## config.mk

```make
export PLATFORM = sky130hd
export DESIGN_NAME = dcache_d0
export DESIGN_NICKNAME = d
export VERILOG_FILES = /design/src/source/dcache_pkg.sv /design/src/source/dcache_d0.sv
export SDC_FILE = /design/constraint.sdc
export NUM_CORES = 1
export LEC_CHECK = 0
export BUFFER_PORTS_ARGS = -buffer_cell sky130_fd_sc_hd__buf_2
export CORE_AREA = 2 2 255 257
export DETAILED_ROUTE_END_ITERATION = 8
export DIE_AREA = 0 0 257 259
export SLEW_MARGIN = 20
export SYNTH_ARGS = -nofsm -noshare
export SYNTH_HDL_FRONTEND = slang
export SYNTH_SLANG_ARGS = --single-unit
```

## constraint.sdc

```tcl
create_clock -name clk -period 0.8 [get_ports clk]
set_input_delay 0.08 -clock clk [delete_from_list [all_inputs] [get_ports clk]]
set_output_delay 0.08 -clock clk [all_outputs]
set_load 0.05 [all_outputs]
```

## src/source/dcache_pkg.sv

```systemverilog
`default_nettype none

package dcache_pkg;

    localparam int unsigned DATA_WIDTH = 32;
    localparam int unsigned ADDR_WIDTH = 32;

    typedef logic [DATA_WIDTH-1:0]   data_t;
    typedef logic [ADDR_WIDTH-1:0]   addr_t;
    typedef logic [DATA_WIDTH/8-1:0] byte_sel_t;

    // Loads come first, stores take the top three codes
    typedef enum logic [2:0] {
        LSU_LB  = 3'b000,
        LSU_LH  = 3'b001,
        LSU_LW  = 3'b010,
        LSU_LBU = 3'b011,
        LSU_LHU = 3'b100,
        LSU_SB  = 3'b101,
        LSU_SH  = 3'b110,
        LSU_SW  = 3'b111
    } lsu_func_t;

    typedef struct packed {
        logic valid;
        logic dirty;
    } line_state_t;

    // Request as it leaves stage 0; data is already shifted to its byte lanes
    typedef struct packed {
        logic        wr_en;
        logic        fill;
        addr_t       addr;
        lsu_func_t   func;
        byte_sel_t   byte_sel;
        data_t       data;
        line_state_t state;
    } dc_stage_t;

endpackage

`default_nettype wire
```

## src/source/dcache_d0.sv

```systemverilog
`default_nettype none

module dcache_d0 #(
    parameter int unsigned OPTN_DC_LINE_SIZE = 32,

    localparam int unsigned LINE_WIDTH = OPTN_DC_LINE_SIZE * 8
)(
    input  wire                     clk,
    input  wire                     i_rst,

    input  wire                     i_wr_en,
    input  wire                     i_fill,
    input  dcache_pkg::addr_t       i_addr,
    input  dcache_pkg::lsu_func_t   i_func,
    input  dcache_pkg::data_t       i_data,
    input  dcache_pkg::line_state_t i_fill_state,
    input  wire  [LINE_WIDTH-1:0]   i_fill_data,

    output dcache_pkg::dc_stage_t   o_stage,
    output logic [LINE_WIDTH-1:0]   o_fill_data
);

    import dcache_pkg::*;

    byte_sel_t             sel_base;
    dc_stage_t             stage_d;
    dc_stage_t             stage_q;
    logic [LINE_WIDTH-1:0] fill_data_q;

    // Byte enables before they are moved to the addressed byte lane
    always_comb begin
        case (i_func)
            LSU_SB:  sel_base = 4'b0001;
            LSU_SH:  sel_base = 4'b0011;
            LSU_SW:  sel_base = 4'b1111;
            default: sel_base = 4'b0000;
        endcase
    end

    always_comb begin
        stage_d.wr_en    = i_wr_en;
        stage_d.fill     = i_fill;
        stage_d.addr     = i_addr;
        stage_d.func     = i_func;
        stage_d.state    = i_fill_state;
        stage_d.byte_sel = sel_base << i_addr[1:0];
        // Store data lands on the same lanes as its enables
        stage_d.data     = i_data << {i_addr[1:0], 3'b000};
    end

    always_ff @(posedge clk) begin
        stage_q     <= stage_d;
        fill_data_q <= i_fill_data;
        if (i_rst) begin
            stage_q.wr_en <= 1'b0;
            stage_q.fill  <= 1'b0;
        end
    end

    assign o_stage     = stage_q;
    assign o_fill_data = fill_data_q;

endmodule

`default_nettype wire

```

-- Word-level counts from Yosys, hierarchy flattened
Index checks and enable logic that the tools add are counted.
Widths: inputs -> output; s select.
- bits in registers: 331
- latch bits: 0
- memory bits (writable): 0
- ROM bits: 0
- input port bits: 329
- output and inout port bits: 331
- word-level logic and storage cells: 15
- memories: 0
- $add $sub $neg: 0
- $mul: 0
- divide/modulo/power cells: 0
- magnitude comparators: 0
- eq/ne operators: 3
- shift operators: 2
- multiplexer cells: 1
- bitwise operators: 0
- reduce and logical (&&, ||, !) cells: 0
- operators with widths (kind ; number):
    $shl 32x5->32 ; 1
    $pmux 4 s3 ; 1
    $eq 3x3->1 const B ; 3
    $shl 4x2->4 ; 1

-- Longest topological paths before layout
Gate-level depths: netlist (run 1).
- word-level depth: 3
- depth in mapped cells: 3
- mapped depth without buffers: 2

-- Worst setup path before layout (run 1)
OpenSTA, ideal clock, no wires.
- path type: register -> output
- start point: register fill_data_q[0], in the netlist o_fill_data[0]
- end point: output o_fill_data[0]
- arrival: 587 ps
- data required time: 720 ps
- slack: 133 ps
- cell stages (with the launch flop): 1
- buffers on the path: 0
- cells stage by stage: dfxtp_1
- RTL lines (what ; RTL line ; RTL):
    from (decl) ; dcache_d0.sv:28 ; logic [LINE_WIDTH-1:0] fill_data_q;
    from (signal assigned) ; dcache_d0.sv:53 ; fill_data_q <= i_fill_data;
    to (decl) ; dcache_d0.sv:20 ; output logic [LINE_WIDTH-1:0] o_fill_data
No word-level cell between the ends.

-- Worst setup path after layout (run 1)
- start point: register fill_data_q[38], in the netlist o_fill_data[38]
- end point: output o_fill_data[38]
No word-level cell between the ends.

==> results of run 1 <==
-- flip-flops by register name, summed over array words and instances, names as in the netlist --
register / count
o_fill_data: 256
o_stage: 75
-- synthesized netlist by cell type, drive strengths merged --
cell type,instances
nor2,9
and2,9
a21oi,1
nor2b,3
nor3,1
inv,1
a211oi,1
o21ai,3
nor3b,1
dfxtp,331
nand2,1
o2bb2ai,8
nand3,1
buf,7
mux2i,32
-- layout make-up --
cell class / instances / area, um2 / share of cell area (%)
timing repair buffer: 1009 / 10100 / 50.3
sequential: 331 / 7050 / 35.2
tap: 855 / 1070 / 5.34
clock buffer: 48 / 1050 / 5.23
multi-input combinational: 70 / 551 / 2.75
clock inverter: 18 / 238 / 1.19
antenna: 4 / 10.0 / 0.0500
inverter: 1 / 3.75 / 0.0187
-- power by group --
group	switching, mW	internal, mW	leakage, nW	total (mW)
registers	0.678	17.6	2.80	18.3
logic	4.65	4.19	5.50	8.84
clock network	7.26	10.7	0.628	17.9
total	12.6	32.5	8.93	45.1
-- per-stage QoR --
stage          cell area (um2)  power, mW  setup WS (ps)
2_1_floorplan             7230       21.5            133
3_3_place_gp             11800       23.7           -123
3_5_place_dp             11800       23.7           -128
4_1_cts                  19800       45.3           -394
5_1_grt                  20000       46.7           -403
6_report                 20000       45.1           -346
-- cells by family (layout without fill, tap and decap cells) --
logic type	after synthesis	after routing
buffers and inverters	8	1076
muxes	32	32
and+or+nand+nor	25	25
AOI/OAI and AO/OA	13	13
other	0	4
DFF	331	331
-- cell usage in the layout (no fill, tap or decap), drive strengths merged --
| cell | instances |
|---|---|
| bufinv | 4 |
| dlymetal6s4s | 3 |
| nand2 | 1 |
| clkinv | 7 |
| buf | 671 |
| mux2i | 32 |
| nor2 | 9 |
| inv | 5 |
| nand3 | 1 |
| a211oi | 1 |
| dfxtp | 331 |
| diode | 4 |
| clkbuf | 48 |
| dlygate4sd3 | 335 |
| nor3 | 1 |
| clkinvlp | 3 |
| and2 | 9 |
| a21oi | 1 |
| o21ai | 3 |
| nor2b | 3 |
| nor3b | 1 |
| o2bb2ai | 8 |
-- worst paths after layout --
kind                          end  slack (ps)
setup / recovery  o_fill_data[38]        -350
hold / removal        o_stage[26]          40
-- layer usage --
layer	GRT usage, %	part of all wire (%)	vias to the layer above
met5	0	0.27	-
met2	21.6	54	441
met4	4.33	3.1	16
li1	-	-	3411
met1	11.1	34	3443
met3	4.63	9.0	88
-- what timing repair did --
| item | in CTS | in global routing |
|---|---|---|
| hold buffers | 339 | 0 |
| setup endpoints to repair | 331 | 350 |
| resized for setup | 1204 | 67 |
| hold endpoints to repair | 331 | 0 |
==> results by group, run 1 <==
STA
  – Slew Limit Fails: 0
  – Rel. slew slack: 73.2%
  – Max Clk Rate: 873 MHz
  – Worst hold slack: 41.0 ps
  – Final number of hold-violating endpoints: 0
  – Fin crit share: 143%
  – Final worst slack: -346 ps
  – Worst-margin pin slew: 402 ps
  – Final Setup Violations: 333
  – RSZ-0062 raised after global routing: true
  – Min Clock Period, post-route: 1150 ps
  – Setup TNS: -100,440 ps

Min path
  – Hold path start: i_addr[1]
  – Worst Hold Class: input port to register
  – Hold path cells: 4

Placed design
  – Hpwl dp: 25,200 um
  – Final estimated routing congestion in global placement: 0.872
  – Placed Instances: 1,928
  – Port Buffer Count: 659

Run status
  – Failing checks: setup timing
  – Status: finished, violations left

Routing
  – Final ANT Viol Nets: 0
  – Detailed Routing Iterations Pass 1: 4
  – Routed vias: 7,399
  – DRC: 0
  – Routed len/inst: 17.2 um
  – Via/cell ratio: 3.17
  – DRT Wirelength: 40,200 um
  – Initial DRC count: 261

Synthesis
  – Simple-Gate Fraction of Synth Area: 1.80%
  – Seq cells post-synth: 331
  – Post-synth top area cell: dfxtp_1
  – Synth Area in Adders: 0%
  – Syn Std Cell Area: 7230 um2
  – Top-area cell type share of the netlist area: 91.7%
  – Syn_area_per_cell: 17.7 um2
  – Synth Area in Compound Gates: 1.35%
  – Largest family of logic cells by synthesized area: multiplexers
  – Post-synthesis mux area share: 4.43%
  – Synth top area cells: dfxtp_1 (92%), mux2i_1 (4.4%), o2bb2ai_1 (0.97%)
  – Synth Area in XOR/XNOR: 0%
  – Seq/Total Area, Yosys: 91.7%
  – Mapped Cells: 409
  – Syn nets: 738
  – Post-synth cell types: 18
  – Synth warnings: 0

Clock tree
  – CTS tree: done
  – Clock slew at reported path FFs: 60 ps
  – H-tree depth: 2
  – Postcts setup bufs: 0
  – Clk root buf: clkbuf_16
  – Clock tree sinks: 331
  – CTS Buf Count: 37
  – CTS Buffer Depth: 3

Critical path
  – Crit end category: output port
  – Crit-path leading delay family: flip-flops
  – Crit path launch: o_fill_data[38]
  – CP Cell Sequence: buf_8
  – WP buf/inv: 1
  – Levels on crit path: 1
  – Req. time, crit path: 720 ps
  – Crit path kind: register to output port
  – Max stage delay cell, worst path: dfxtp_2
  – Max FO, Critical Path: 1
  – Startpoint Class: register
  – CP Data Arrival Time: 1070 ps
  – CP max stage delay: 360 ps

Floorplan
  – Total core area: 63,900 um2
  – Number of cell rows: 93
  – Initial Util: 11.3%
  – Die Area: 66,600 um2
  – Die H: 259 um
  – I/O pin cnt: 660
  – Die W: 257 um

Global routing
  – Initial antenna violation count: 15
  – GRT Util Overall: 11.4%
  – Largest net degree at the start of global routing: 18
  – Vias in the first global route: 8,457
  – First-pass GRT wire length: 55,700 um
  – Gr ovfl total: 0

Cells and area
  – Filler Cells Inserted: 6,055
  – Share of cells above drive strength 1: 72.1%
  – Layout Utilization: 31.4%
  – Non-Filler Instances: 2,336
  – Final Net Count: 1,779
  – Area growth, synth to finish: 177%

Pwr
  – VDD IR-drop max: 0.00175 V
  – Power per cell area: 2250 nW/um2
  – Pleak: 8.93 nW

Flow run
  – MaxCap Viol Count: 0
No activity file was read; power rests on OpenSTA's default activity.
==> inputs of run 2 (changes only) <==
TNS_END_PERCENT = 30   (was default)
clock period = 0.9 ns   (was 0.8 ns; I/O delays follow)
==> results by group, run 2 (synthesized netlist as in run 1, its figures left out) <==
Run status
  – Status: finished, violations left
  – Failing checks: setup timing

Critical path
  – CP Data Arrival Time: 1060 ps (about the same)
  – Max FO, Critical Path: 1 (unchanged)
  – Crit-path leading delay family: flip-flops
  – CP Cell Sequence: buf_8
  – Crit path kind: register to output port
  – CP max stage delay: 360 ps (about the same)
  – Req. time, crit path: 810 ps (+90 ps)
  – Crit path launch: o_fill_data[63]
  – WP buf/inv: 1 (unchanged)
  – Startpoint Class: register
  – Crit end category: output port
  – Max stage delay cell, worst path: dfxtp_2

Global routing
  – GRT Util Overall: 11.0% (-0.44 points)
  – Gr ovfl total: 0 (unchanged)
  – Initial antenna violation count: 12 (-3)
  – First-pass GRT wire length: 53,700 um (-3.6%)
  – Largest net degree at the start of global routing: 25 (+7)
  – Vias in the first global route: 8,307 (-1.8%)

Clock tree
  – CTS Buffer Depth: 3 (unchanged)
  – H-tree depth: 2 (unchanged)
  – CTS tree: done
  – Clk root buf: clkbuf_16
  – Clock slew at reported path FFs: 60 ps (about the same)
  – Clock tree sinks: 331 (unchanged)
  – CTS Buf Count: 36 (-2.7%)

Cells and area
  – Most frequent cells in the layout: dlygate4sd3_1 (329), buf_2 (327), dfxtp_2 (326)
  – Area growth, synth to finish: 172%
  – Final Cell Area: 19,700 um2 (-1.7%)
  – Share of cells above drive strength 1: 72.6% (+0.51 points)
  – Final Net Count: 1,770 (-0.51%)
  – Filler Cells Inserted: 6,135 (+1.3%)
  – Largest register FFs: 256 (unchanged)
  – Most common cell after layout, fill and taps aside: dlygate4sd3_1

Routing
  – Initial DRC count: 245 (-6.1%)
  – DRT Wirelength: 40,000 um (-0.49%)
  – Routed vias: 7,384 (-0.20%)
  – DRC: 0 (unchanged)
  – Detailed Routing Iterations Pass 1: 4 (unchanged)
  – Routed len/inst: 17.2 um (about the same)
  – Via/cell ratio: 3.17 (+0.23%)
  – Final ANT Viol Nets: 0 (unchanged)

Min path
  – Hold Path End: o_stage[9]
  – Worst Hold Class: input port to register
  – Hold path start: i_addr[0]
  – Hold path cells: 4 (unchanged)

STA
  – Min Clock Period, post-route: 1150 ps
  – Max Clk Rate: 867 MHz
  – Worst-margin pin slew: 274 ps (-127 ps)
  – Final worst slack: -253 ps (+92.5 ps)
  – Slew Limit Fails: 0 (unchanged)
  – RSZ-0062 raised after global routing: true
  – Fin crit share: 128%
  – Rel. slew slack: 81.5% (+8.3 points)
  – Final number of hold-violating endpoints: 0 (unchanged)
  – Final Setup Violations: 341 (+2.4%)

Floorplan
  – Initial Util: 11.3% (unchanged)
  – Die W: 257 um (unchanged)
  – Number of cell rows: 93 (unchanged)
  – Die H: 259 um (unchanged)
  – I/O pin cnt: 660 (unchanged)
  – Total core area: 63,900 um2 (unchanged)
  – Die Area: 66,600 um2 (unchanged)

Placed design
  – Port Buffer Count: 659 (unchanged)
  – Pre-CTS WS: -49.1 ps (+78.9 ps)
  – Placed cell areas: 11,600 um2 (-1.6%)
  – Final estimated routing congestion in global placement: 0.886 (+1.6%)
  – Hpwl dp: 25,300 um (+0.36%)

Pwr
  – Psw: 11.0 mW (-13%)
  – Internal power: 27.7 mW (-15%)
  – VDD IR-drop max: 0.00139 V (-20%)
  – Combinational share of power: 20.0% (+0.4 points)
  – Clock network power share: 38.0% (-1.8 points)
  – Reg power frac: 42.0% (+1.4 points)
  – Power per cell area: 1960 nW/um2 (-13%)
  – Pleak: 8.77 nW (-1.8%)
  – Switch share: 28.4% (+0.49 points)

Flow run
  – MaxCap Viol Count: 0 (unchanged)
run 2: final cells by class:
| class | instances | area (um2) | area share (%) |
|---|---|---|---|
| sequential | 331 | 7050 | 35.8 |
| multi-input combinational | 70 | 574 | 2.92 |
| antenna | 3 | 7.51 | 0.0381 |
| inverter | 1 | 3.75 | 0.0191 |
| tap | 855 | 1070 | 5.43 |
| clock inverter | 17 | 159 | 0.807 |
| timing repair buffer | 1001 | 9800 | 49.8 |
| clock buffer | 48 | 1030 | 5.21 |
run 2: layer usage:
metal | vias up | GRT usage, % | wire length [um]
met3 | 97 | 4.34 | 3510
met1 | 3448 | 10.9 | 13900
met4 | 14 | 4.88 | 1350
met2 | 439 | 20.1 | 21100
met5 | - | 0 | 82
li1 | 3386 | - | -
run 2: power groups by stage:
stage          clock, mW  sequential, mW  combinational (mW)
2_1_floorplan          0            18.9               0.212
3_3_place_gp           0            16.0                4.93
3_5_place_dp           0            16.0                4.95
4_1_cts             15.2            16.1                7.29
5_1_grt             15.8            16.3                7.97
6_report            14.7            16.2                7.74
run 2: worst max-delay path by stage:
stage,to,slack [ps],cells past startpoint
final,o_fill_data[63],-250,1
after global placement,o_stage[10],-50,4
after floorplan,o_fill_data[0],220,0
after detailed placement,o_stage[22],-50,4
after CTS,o_fill_data[38],-300,1
after global routing,o_fill_data[63],-300,1
run 2: through the flow:
stage	cells	util (%)	total power, mW	hold slack, ps	TNS (ps)
3_3_place_gp	1927	18.2	21.0	192	-249
4_1_cts	2322	29.3	38.5	38.3	-87920
6_report	2326	30.8	38.7	73.0	-69730
3_5_place_dp	1927	18.2	21.0	194	-504
5_1_grt	2323	30.8	40.1	75.1	-87040
2_1_floorplan	409	-	19.1	118	0
run 2: repair_timing:
action | 4_1_cts | 5_1_grt
resized for setup | 952 | 325
hold buffers | 330 | 1
endpoints found under the setup margin | 331 | 349
setup buffers | 0 | 0
endpoints found under the hold margin | 331 | 1
