`src/source/dcache_pkg.sv`:
```
`default_nettype none

package dcache_pkg;

    localparam int unsigned DATA_WIDTH = 32;
    localparam int unsigned ADDR_WIDTH = 32;

    typedef logic [DATA_WIDTH-1:0]   data_t;
    typedef logic [ADDR_WIDTH-1:0]   addr_t;
    typedef logic [DATA_WIDTH/8-1:0] byte_sel_t;

    // Loads come first, stores take the top three codes
    typedef enum logic [2:0] {
        LSU_LB  = 3'b000,
        LSU_LH  = 3'b001,
        LSU_LW  = 3'b010,
        LSU_LBU = 3'b011,
        LSU_LHU = 3'b100,
        LSU_SB  = 3'b101,
        LSU_SH  = 3'b110,
        LSU_SW  = 3'b111
    } lsu_func_t;

    typedef struct packed {
        logic valid;
        logic dirty;
    } line_state_t;

    // Request as it leaves stage 0; data is already shifted to its byte lanes
    typedef struct packed {
        logic        wr_en;
        logic        fill;
        addr_t       addr;
        lsu_func_t   func;
        byte_sel_t   byte_sel;
        data_t       data;
        line_state_t state;
    } dc_stage_t;

endpackage

`default_nettype wire
```
`src/source/dcache_d1.sv`:
```
`default_nettype none

module dcache_d1 #(
    parameter int unsigned OPTN_DC_CACHE_SIZE = 1024,
    parameter int unsigned OPTN_DC_LINE_SIZE  = 32,

    localparam int unsigned LINE_WIDTH   = OPTN_DC_LINE_SIZE * 8,
    localparam int unsigned OFFSET_WIDTH = $clog2(OPTN_DC_LINE_SIZE),
    localparam int unsigned INDEX_WIDTH  = $clog2(OPTN_DC_CACHE_SIZE / OPTN_DC_LINE_SIZE),
    localparam int unsigned TAG_WIDTH    = dcache_pkg::ADDR_WIDTH - INDEX_WIDTH - OFFSET_WIDTH
)(
    input  wire                     clk,
    input  wire                     i_rst,

    input  dcache_pkg::dc_stage_t   i_stage,
    input  wire  [LINE_WIDTH-1:0]   i_fill_data,
    input  dcache_pkg::line_state_t i_rd_state,
    input  wire  [TAG_WIDTH-1:0]    i_rd_tag,
    input  wire  [LINE_WIDTH-1:0]   i_rd_line,

    output logic                    o_wr_en,
    output logic [INDEX_WIDTH-1:0]  o_wr_index,
    output dcache_pkg::line_state_t o_wr_state,
    output logic [TAG_WIDTH-1:0]    o_wr_tag,
    output logic [LINE_WIDTH-1:0]   o_wr_line,

    output logic                    o_hit,
    output dcache_pkg::data_t       o_data,
    output logic                    o_victim_valid,
    output logic                    o_victim_dirty,
    output dcache_pkg::addr_t       o_victim_addr,
    output logic [LINE_WIDTH-1:0]   o_victim_data
);

    import dcache_pkg::*;

    logic [TAG_WIDTH-1:0]        tag;
    logic [INDEX_WIDTH-1:0]      index;
    logic [OFFSET_WIDTH-3:0]     word_sel;
    logic [1:0]                  byte_off;
    logic                        fwd_valid_q;
    logic [INDEX_WIDTH-1:0]      fwd_index_q;
    line_state_t                 fwd_state_q;
    logic [TAG_WIDTH-1:0]        fwd_tag_q;
    logic [LINE_WIDTH-1:0]       fwd_line_q;
    logic                        use_fwd;
    line_state_t                 cur_state;
    logic [TAG_WIDTH-1:0]        cur_tag;
    logic [LINE_WIDTH-1:0]       cur_line;
    logic                        hit;
    data_t                       word;
    logic [7:0]                  byte_val;
    logic [15:0]                 half_val;
    data_t                       load_data;
    logic [LINE_WIDTH-1:0]       merged_line;

    assign tag      = i_stage.addr[OFFSET_WIDTH+INDEX_WIDTH +: TAG_WIDTH];
    assign index    = i_stage.addr[OFFSET_WIDTH +: INDEX_WIDTH];
    assign word_sel = i_stage.addr[OFFSET_WIDTH-1:2];
    assign byte_off = i_stage.addr[1:0];

    // The array read for this index left before the previous write landed
    assign use_fwd   = fwd_valid_q && (fwd_index_q == index);
    assign cur_state = use_fwd ? fwd_state_q : i_rd_state;
    assign cur_tag   = use_fwd ? fwd_tag_q : i_rd_tag;
    assign cur_line  = use_fwd ? fwd_line_q : i_rd_line;

    assign hit = cur_state.valid && (cur_tag == tag);

    assign word     = cur_line[word_sel*DATA_WIDTH +: DATA_WIDTH];
    assign byte_val = word[byte_off*8 +: 8];
    assign half_val = word[byte_off[1]*16 +: 16];

    always_comb begin
        case (i_stage.func)
            LSU_LB:  load_data = {{24{byte_val[7]}}, byte_val};
            LSU_LH:  load_data = {{16{half_val[15]}}, half_val};
            LSU_LBU: load_data = {24'b0, byte_val};
            LSU_LHU: load_data = {16'b0, half_val};
            default: load_data = word;
        endcase
    end

    always_comb begin
        merged_line = cur_line;
        for (int b = 0; b < DATA_WIDTH / 8; b++) begin
            if (i_stage.byte_sel[b]) begin
                merged_line[word_sel*DATA_WIDTH + b*8 +: 8] = i_stage.data[b*8 +: 8];
            end
        end
    end

    // Store hits and fills are committed at the closing edge of this stage
    assign o_wr_en          = i_stage.fill || (i_stage.wr_en && hit);
    assign o_wr_index       = index;
    assign o_wr_tag         = tag;
    assign o_wr_state.valid = i_stage.fill ? i_stage.state.valid : 1'b1;
    assign o_wr_state.dirty = i_stage.fill ? i_stage.state.dirty : 1'b1;
    assign o_wr_line        = i_stage.fill ? i_fill_data : merged_line;

    always_ff @(posedge clk) begin
        if (o_wr_en) begin
            fwd_index_q <= o_wr_index;
            fwd_state_q <= o_wr_state;
            fwd_tag_q   <= o_wr_tag;
            fwd_line_q  <= o_wr_line;
        end
        if (i_rst) begin
            fwd_valid_q <= 1'b0;
        end else if (o_wr_en) begin
            fwd_valid_q <= 1'b1;
        end
    end

    always_ff @(posedge clk) begin
        o_hit          <= hit;
        o_data         <= load_data;
        o_victim_valid <= i_stage.fill && cur_state.valid;
        o_victim_dirty <= cur_state.dirty;
        o_victim_addr  <= {cur_tag, index, {OFFSET_WIDTH{1'b0}}};
        o_victim_data  <= cur_line;
        if (i_rst) begin
            o_hit          <= 1'b0;
            o_victim_valid <= 1'b0;
        end
    end

endmodule

`default_nettype wire

```
`config.mk`:
```
export PLATFORM = sky130hd
export DESIGN_NAME = dcache_d1
export DESIGN_NICKNAME = d
export VERILOG_FILES = /design/src/source/dcache_pkg.sv /design/src/source/dcache_d1.sv
export SDC_FILE = /design/constraint.sdc
export NUM_CORES = 1
export LEC_CHECK = 0
export BUFFER_PORTS_ARGS = -buffer_cell sky130_fd_sc_hd__buf_2
export CORE_AREA = 2 2 474 476
export CTS_CLUSTER_SIZE = 10
export DETAILED_ROUTE_END_ITERATION = 16
export DIE_AREA = 0 0 476 478
export GPL_ROUTABILITY_DRIVEN = 0
export GPL_TIMING_DRIVEN = 1
export PLACE_DENSITY = 0.33
export SYNTH_ARGS = -nofsm -noshare
export SYNTH_HDL_FRONTEND = slang
export SYNTH_SLANG_ARGS = --single-unit
```
`constraint.sdc`:
```
create_clock -name clk -period 9.1 [get_ports clk]
set_input_delay 0.91 -clock clk [delete_from_list [all_inputs] [get_ports clk]]
set_output_delay 0.91 -clock clk [all_outputs]
set_load 0.02 [all_outputs]
```
Word-level counts from Yosys, hierarchy flattened

Index checks and enable logic that the tools add are counted.

Bits in registers: 604
Bits of input ports: 613
Output and inout port bits: 609
Word-level logic and storage cells: 56

$add $sub $neg: 7
Equal/unequal tests: 5
Shift-type cells: 11
Multiplexer cells: 15
Reduce and logical (&&, ||, !) cells: 6

Operator list:

| operator                                               | number |
|---|---|
| two-way mux 256 bit                                    | 6 |
| bitwise mux 256 bit                                    | 4 |
| variable shift 8 x 34 -> 256 bit, first input constant | 4 |
| variable part select 8 x 34 -> 256 bit                 | 4 |
| variable part select 256 x 9 -> 32 bit                 | 1 |
| case mux 32 bit (4 select lines)                       | 1 |
| negation 9 -> 34 bit                                   | 3 |
| negation 8 -> 34 bit                                   | 1 |
| variable part select 32 x 6 -> 16 bit                  | 1 |
| variable part select 32 x 6 -> 8 bit                   | 1 |
| equality test 22 bit                                   | 1 |
| two-way mux 22 bit                                     | 1 |
| adder 8 x 5 -> 9 bit, second input constant            | 2 |
| adder 8 x 4 -> 9 bit, second input constant            | 1 |
| equality test 5 bit                                    | 1 |
| logical AND 1 bit                                      | 4 |
| equality test 3 x 1 -> 1 bit, second input constant    | 1 |
| equality test 3 x 2 -> 1 bit, second input constant    | 1 |
| equality test 3 bit, second input constant             | 1 |
| zero test 3 bit                                        | 1 |
| two-way mux 1 bit                                      | 2 |
| two-way mux 2 bit                                      | 1 |
| logical OR 1 bit                                       | 1 |

Depth between registers and ports, before layout

Depth after elaboration: 12
Gate-level depth with buffers: 16

Least setup slack after synthesis

Ideal clock, no wire load.

Kind: input-to-output
Start point: in i_stage[50] (netlist bit)
End point: out o_wr_en
Data arrival time: 8.755 ns
Data required time: 8.190 ns
Slack: -0.565 ns
Cell stages on the path: 11
Path buffers: 4
Cell sequence: xnor2_1 -> nand4_2 -> nor2_4 -> buf_6 -> buf_8 -> buf_6 -> buf_4 -> mux2_2 -> a211oi_1 -> and4b_1 -> a21o_1

Cells in the longest elaborated chain, start to end: 7

RTL lines:

| item                  | line            | source |
|---|---|---|
| start: declaration    | dcache_d1.sv:15 | `input dcache_pkg::dc_stage_t i_stage,` |
| equality test 5 bit * | dcache_d1.sv:63 | `assign use_fwd = fwd_valid_q && (fwd_index_q == index);` |
| logical AND 1 bit *   | dcache_d1.sv:63 |  |
| two-way mux 22 bit    | dcache_d1.sv:65 | `assign cur_tag = use_fwd ? fwd_tag_q : i_rd_tag;` |
| equality test 22 bit  | dcache_d1.sv:68 | `assign hit = cur_state.valid && (cur_tag == tag);` |
| logical AND 1 bit *   | dcache_d1.sv:68 |  |
| logical AND 1 bit *   | dcache_d1.sv:94 | `assign o_wr_en = i_stage.fill \|\| (i_stage.wr_en && hit);` |
| logical OR 1 bit *    | dcache_d1.sv:94 |  |
| end: declaration      | dcache_d1.sv:21 | `output logic o_wr_en,` |

Mark *: on every way between the ends. The rest lies on a longest branch, timed or not.

Worst setup path after layout

Start point: reg fwd_index_q[2]
End point: out o_wr_line[115]

Cells in the longest elaborated chain, start to end: 12

RTL lines:

| item                     | line             | source |
|---|---|---|
| start: declaration       | dcache_d1.sv:42  | `logic [INDEX_WIDTH-1:0] fwd_index_q;` |
| start signal: assignment | dcache_d1.sv:103 | `fwd_index_q <= o_wr_index;` |
| equality test 5 bit *    | dcache_d1.sv:63  |  |
| logical AND 1 bit *      | dcache_d1.sv:63  |  |
| two-way mux 256 bit *    | dcache_d1.sv:66  | `assign cur_line = use_fwd ? fwd_line_q : i_rd_line;` |
| bitwise mux 256 bit      | dcache_d1.sv:88  | `merged_line[word_sel*DATA_WIDTH + b*8 +: 8] = i_stage.data[b*8 +: 8];` |
| two-way mux 256 bit *    | dcache_d1.sv:87  | `if (i_stage.byte_sel[b]) begin` |
| bitwise mux 256 bit      | dcache_d1.sv:88  |  |
| two-way mux 256 bit *    | dcache_d1.sv:87  |  |
| bitwise mux 256 bit      | dcache_d1.sv:88  |  |
| two-way mux 256 bit *    | dcache_d1.sv:87  |  |
| bitwise mux 256 bit      | dcache_d1.sv:88  |  |
| two-way mux 256 bit *    | dcache_d1.sv:87  |  |
| two-way mux 256 bit *    | dcache_d1.sv:99  | `assign o_wr_line = i_stage.fill ? i_fill_data : merged_line;` |
| end: declaration         | dcache_d1.sv:25  | `output logic [LINE_WIDTH-1:0] o_wr_line,` |

Marked as above.

==> results.ini <==
[outcome]
status = complete, no violations

[logic_synthesis]
ys_warn_count = 0
async_flop_share_pct = 0
synth_edf_count = 285
synth-seq-cells = 604
ys_top_cells_by_area = edfxtp_1, dfxtp_1, mux2_2
syn_area_per_cell_um2 = 11.0
yosys_most_used_dff = dfxtp_1
yosysMostFrequentCell = a21oi_1
synth_cell_type_count = 59
synth_area_um2 = 29000
synth_common_cells = a21oi_1, dfxtp_1, mux2_2, edfxtp_1, nand2_1
synth_seq_area_share_pct = 51.5
yosys.area.top_type_share_pct = 29.5
syn_inst = 2648
yosysTopAreaCell = edfxtp_1

[timing]
max_freq_mhz = 157
hold_viol = 0
worst_slew_pin_slew_ps = 1360
fin_crit_ps = 6360
fin_ws_ps = 2740
fin_setup_tns_ps = 0
fin_crit_sh_pct = 69.9
clock_skew_ps = 35.8
rsz0062_at_grt = false
fin_hold_ws_ps = 363
setup_viol = 0
maxSlewHeadroom_pct = 9.14
slew_viol_final = 0

[worst_setup_path]
ff2ff_path_depth = 11
cp_data_required_time_ps = 8190
crit_type = flip-flop to primary output
cp-endpoint = o_wr_line[115]
arrival_ps = 5450
worstPathMaxFanout = 93
r2r_setup_slack_ps = 3060
rr_endpoint = o_data[31]
startpoint_type = flip-flop
end_kind = primary output
r2r-start = fwd_index_q[2]
critPathLaunch = fwd_index_q[2]

[route]
num_vias = 27100
ant_nets = 0
first_pass_iters = 6
totalWireLength_um = 228000
first_iter_violations = 1624
drc = 0
post_drt_via_cell_ratio = 3.93
wl_per_cell_um = 33.0

[power_and_ir_drop]
ir_drop_mv = 0.140
p_total_uw = 8510
leakagePower_uw = 0.0174
power_density_nw_per_um2 = 205

[global_routing]
grt_overflow = 0
antenna_found_initial = 118
grt_max_degree = 107
top_usage_layer = met2
use_met2_pct = 31.7
track_usage_pct = 19.3
gr-usage-met1_pct = 23.3
grt_pass1_vias = 27200
grtUsageMet3_pct = 6.94
grt_pass1_wl_um = 288000

[clock_network]
clk_latency_ps = 730
numCtsBuffers = 87
cts_buffer_depth = 3
cts-root-buf = clkbuf_16
post_cts_resize_count = 0
cts_hold_buf = 0
htree_num_levels = 3
clkTransAtPathRegs_ps = 60
cts_sinks = 604
cts_setup_buffers = 0
cts_tree = done

[layout]
post_route_cells_drive_above_1_share_pct = 46.1
syn_to_final_growth_pct = 42.9
final_nets = 4423
fillers = 25000

[job]
cap_violations = 0

[worst_hold_path]
hold_path_class = input pin to flip-flop

[floorplan]
initial_utilization_pct = 13.0
die-area_um2 = 228000
fp.dieW_um = 476
fp-row-count = 174
die_h_um = 478
io_pins = 1222
core_um2 = 223000

[placed_design]
hpwlAfterDp_um = 182000
dp_slack_ps = 2380
portBuffers = 1216

==> worst max-delay path: stages (launching register included) <==
cell and delay [ps]:
edfxtp_1 390, xnor2_1 230, nand4_2 760, buf_4 490, nor2_4 330, buf_12 410, buf_4 450, mux2i_1 640
a21oi_1 120, mux2_2 340, buf_2 180
==> where the power goes <==
| group | switching [uW] | internal, uW |
|---|---|---|
| Sequential | 68.4 | 3070 |
| Combinational | 1220 | 529 |
| Clock | 1480 | 2140 |
==> worst min path at each step <==
stage                   startpoint               end  slack, ps  cells past startpoint
global route           i_stage[48]  o_victim_addr[7]        290                      1
detailed placement  fwd_state_q[0]    o_victim_dirty        430                      2
finish                 i_stage[48]  o_victim_addr[7]        360                      1
global placement    fwd_state_q[0]    o_victim_dirty        420                      2
CTS                    i_stage[48]  o_victim_addr[7]        260                      1
floorplan           fwd_state_q[0]    o_victim_dirty        410                      2
==> sequential cells by signal, summed over array words and instances, names as in the netlist <==
name,count
o_victim_addr,27
fwd_valid_q,1
fwd_tag_q,22
fwd_index_q,5
fwd_state_q,2
fwd_line_q,256
o_victim_data,256
o_victim_valid,1
o_victim_dirty,1
o_data,32
o_hit,1
==> metrics by stage <==
stage,cells,cell area [um2],utilization (%)
global placement,6706,38300,17.2
finish,6911,41400,18.6
floorplan,2652,29000,-
global route,6887,41400,18.5
CTS,6869,41300,18.5
detailed placement,6707,38300,17.2
==> final cells by class <==
class / count / area (um2) / area share, %
Antenna cell: 42 / 105 / 0.254
Clock buffer: 137 / 2710 / 6.55
Clock inverter: 25 / 275 / 0.664
Inverter: 213 / 808 / 1.95
Multi-Input combinational cell: 1612 / 12100 / 29.3
Sequential cell: 604 / 14900 / 36.1
Tap cell: 2992 / 3740 / 9.04
Timing Repair Buffer: 1286 / 6700 / 16.2
==> cells by family (layout without fill, tap and decap cells) <==
| kind of cell | Yosys count | after routing | synth area share [%] |
|---|---|---|---|
| buf+inv | 436 | 1661 | 6.86 |
| simple gates | 442 | 442 | 6.84 |
| xor+xnor | 11 | 11 | 0.332 |
| mux | 565 | 565 | 23.1 |
| fa+ha+maj | 6 | 6 | 0.259 |
| other cells | 1 | 47 | 0.0129 |
| flops | 604 | 604 | 51.5 |
| compound gates | 583 | 583 | 11.0 |
==> placed cells by master, fill, tap and decap left out, types with 26 or more instances in the layout <==
cell type / Yosys / final
inv_1: 212 / 210
buf_2: 6 / 1213
nor2_1: 60 / 56
mux2i_1: 221 / 220
buf_4: 37 / 66
nand2_1: 252 / 251
edfxtp_1: 285 / 285
nand4_1: 26 / 26
clkbuf_16: 0 / 93
mux2_2: 289 / 289
diode_2: 0 / 42
o21ai_0: 95 / 95
a21oi_1: 388 / 388
mux4_2: 55 / 55
dfxtp_1: 319 / 319
==> metal layers <==
layer	routed length, um	part of all wire (%)	vias to the layer above
li1	-	-	11900
met1	93700	41	13500
met2	107000	47	1334
met3	20300	8.9	332
met4	6650	2.9	80
met5	506	0.22	-
No activity file was read; power rests on OpenSTA's default activity.
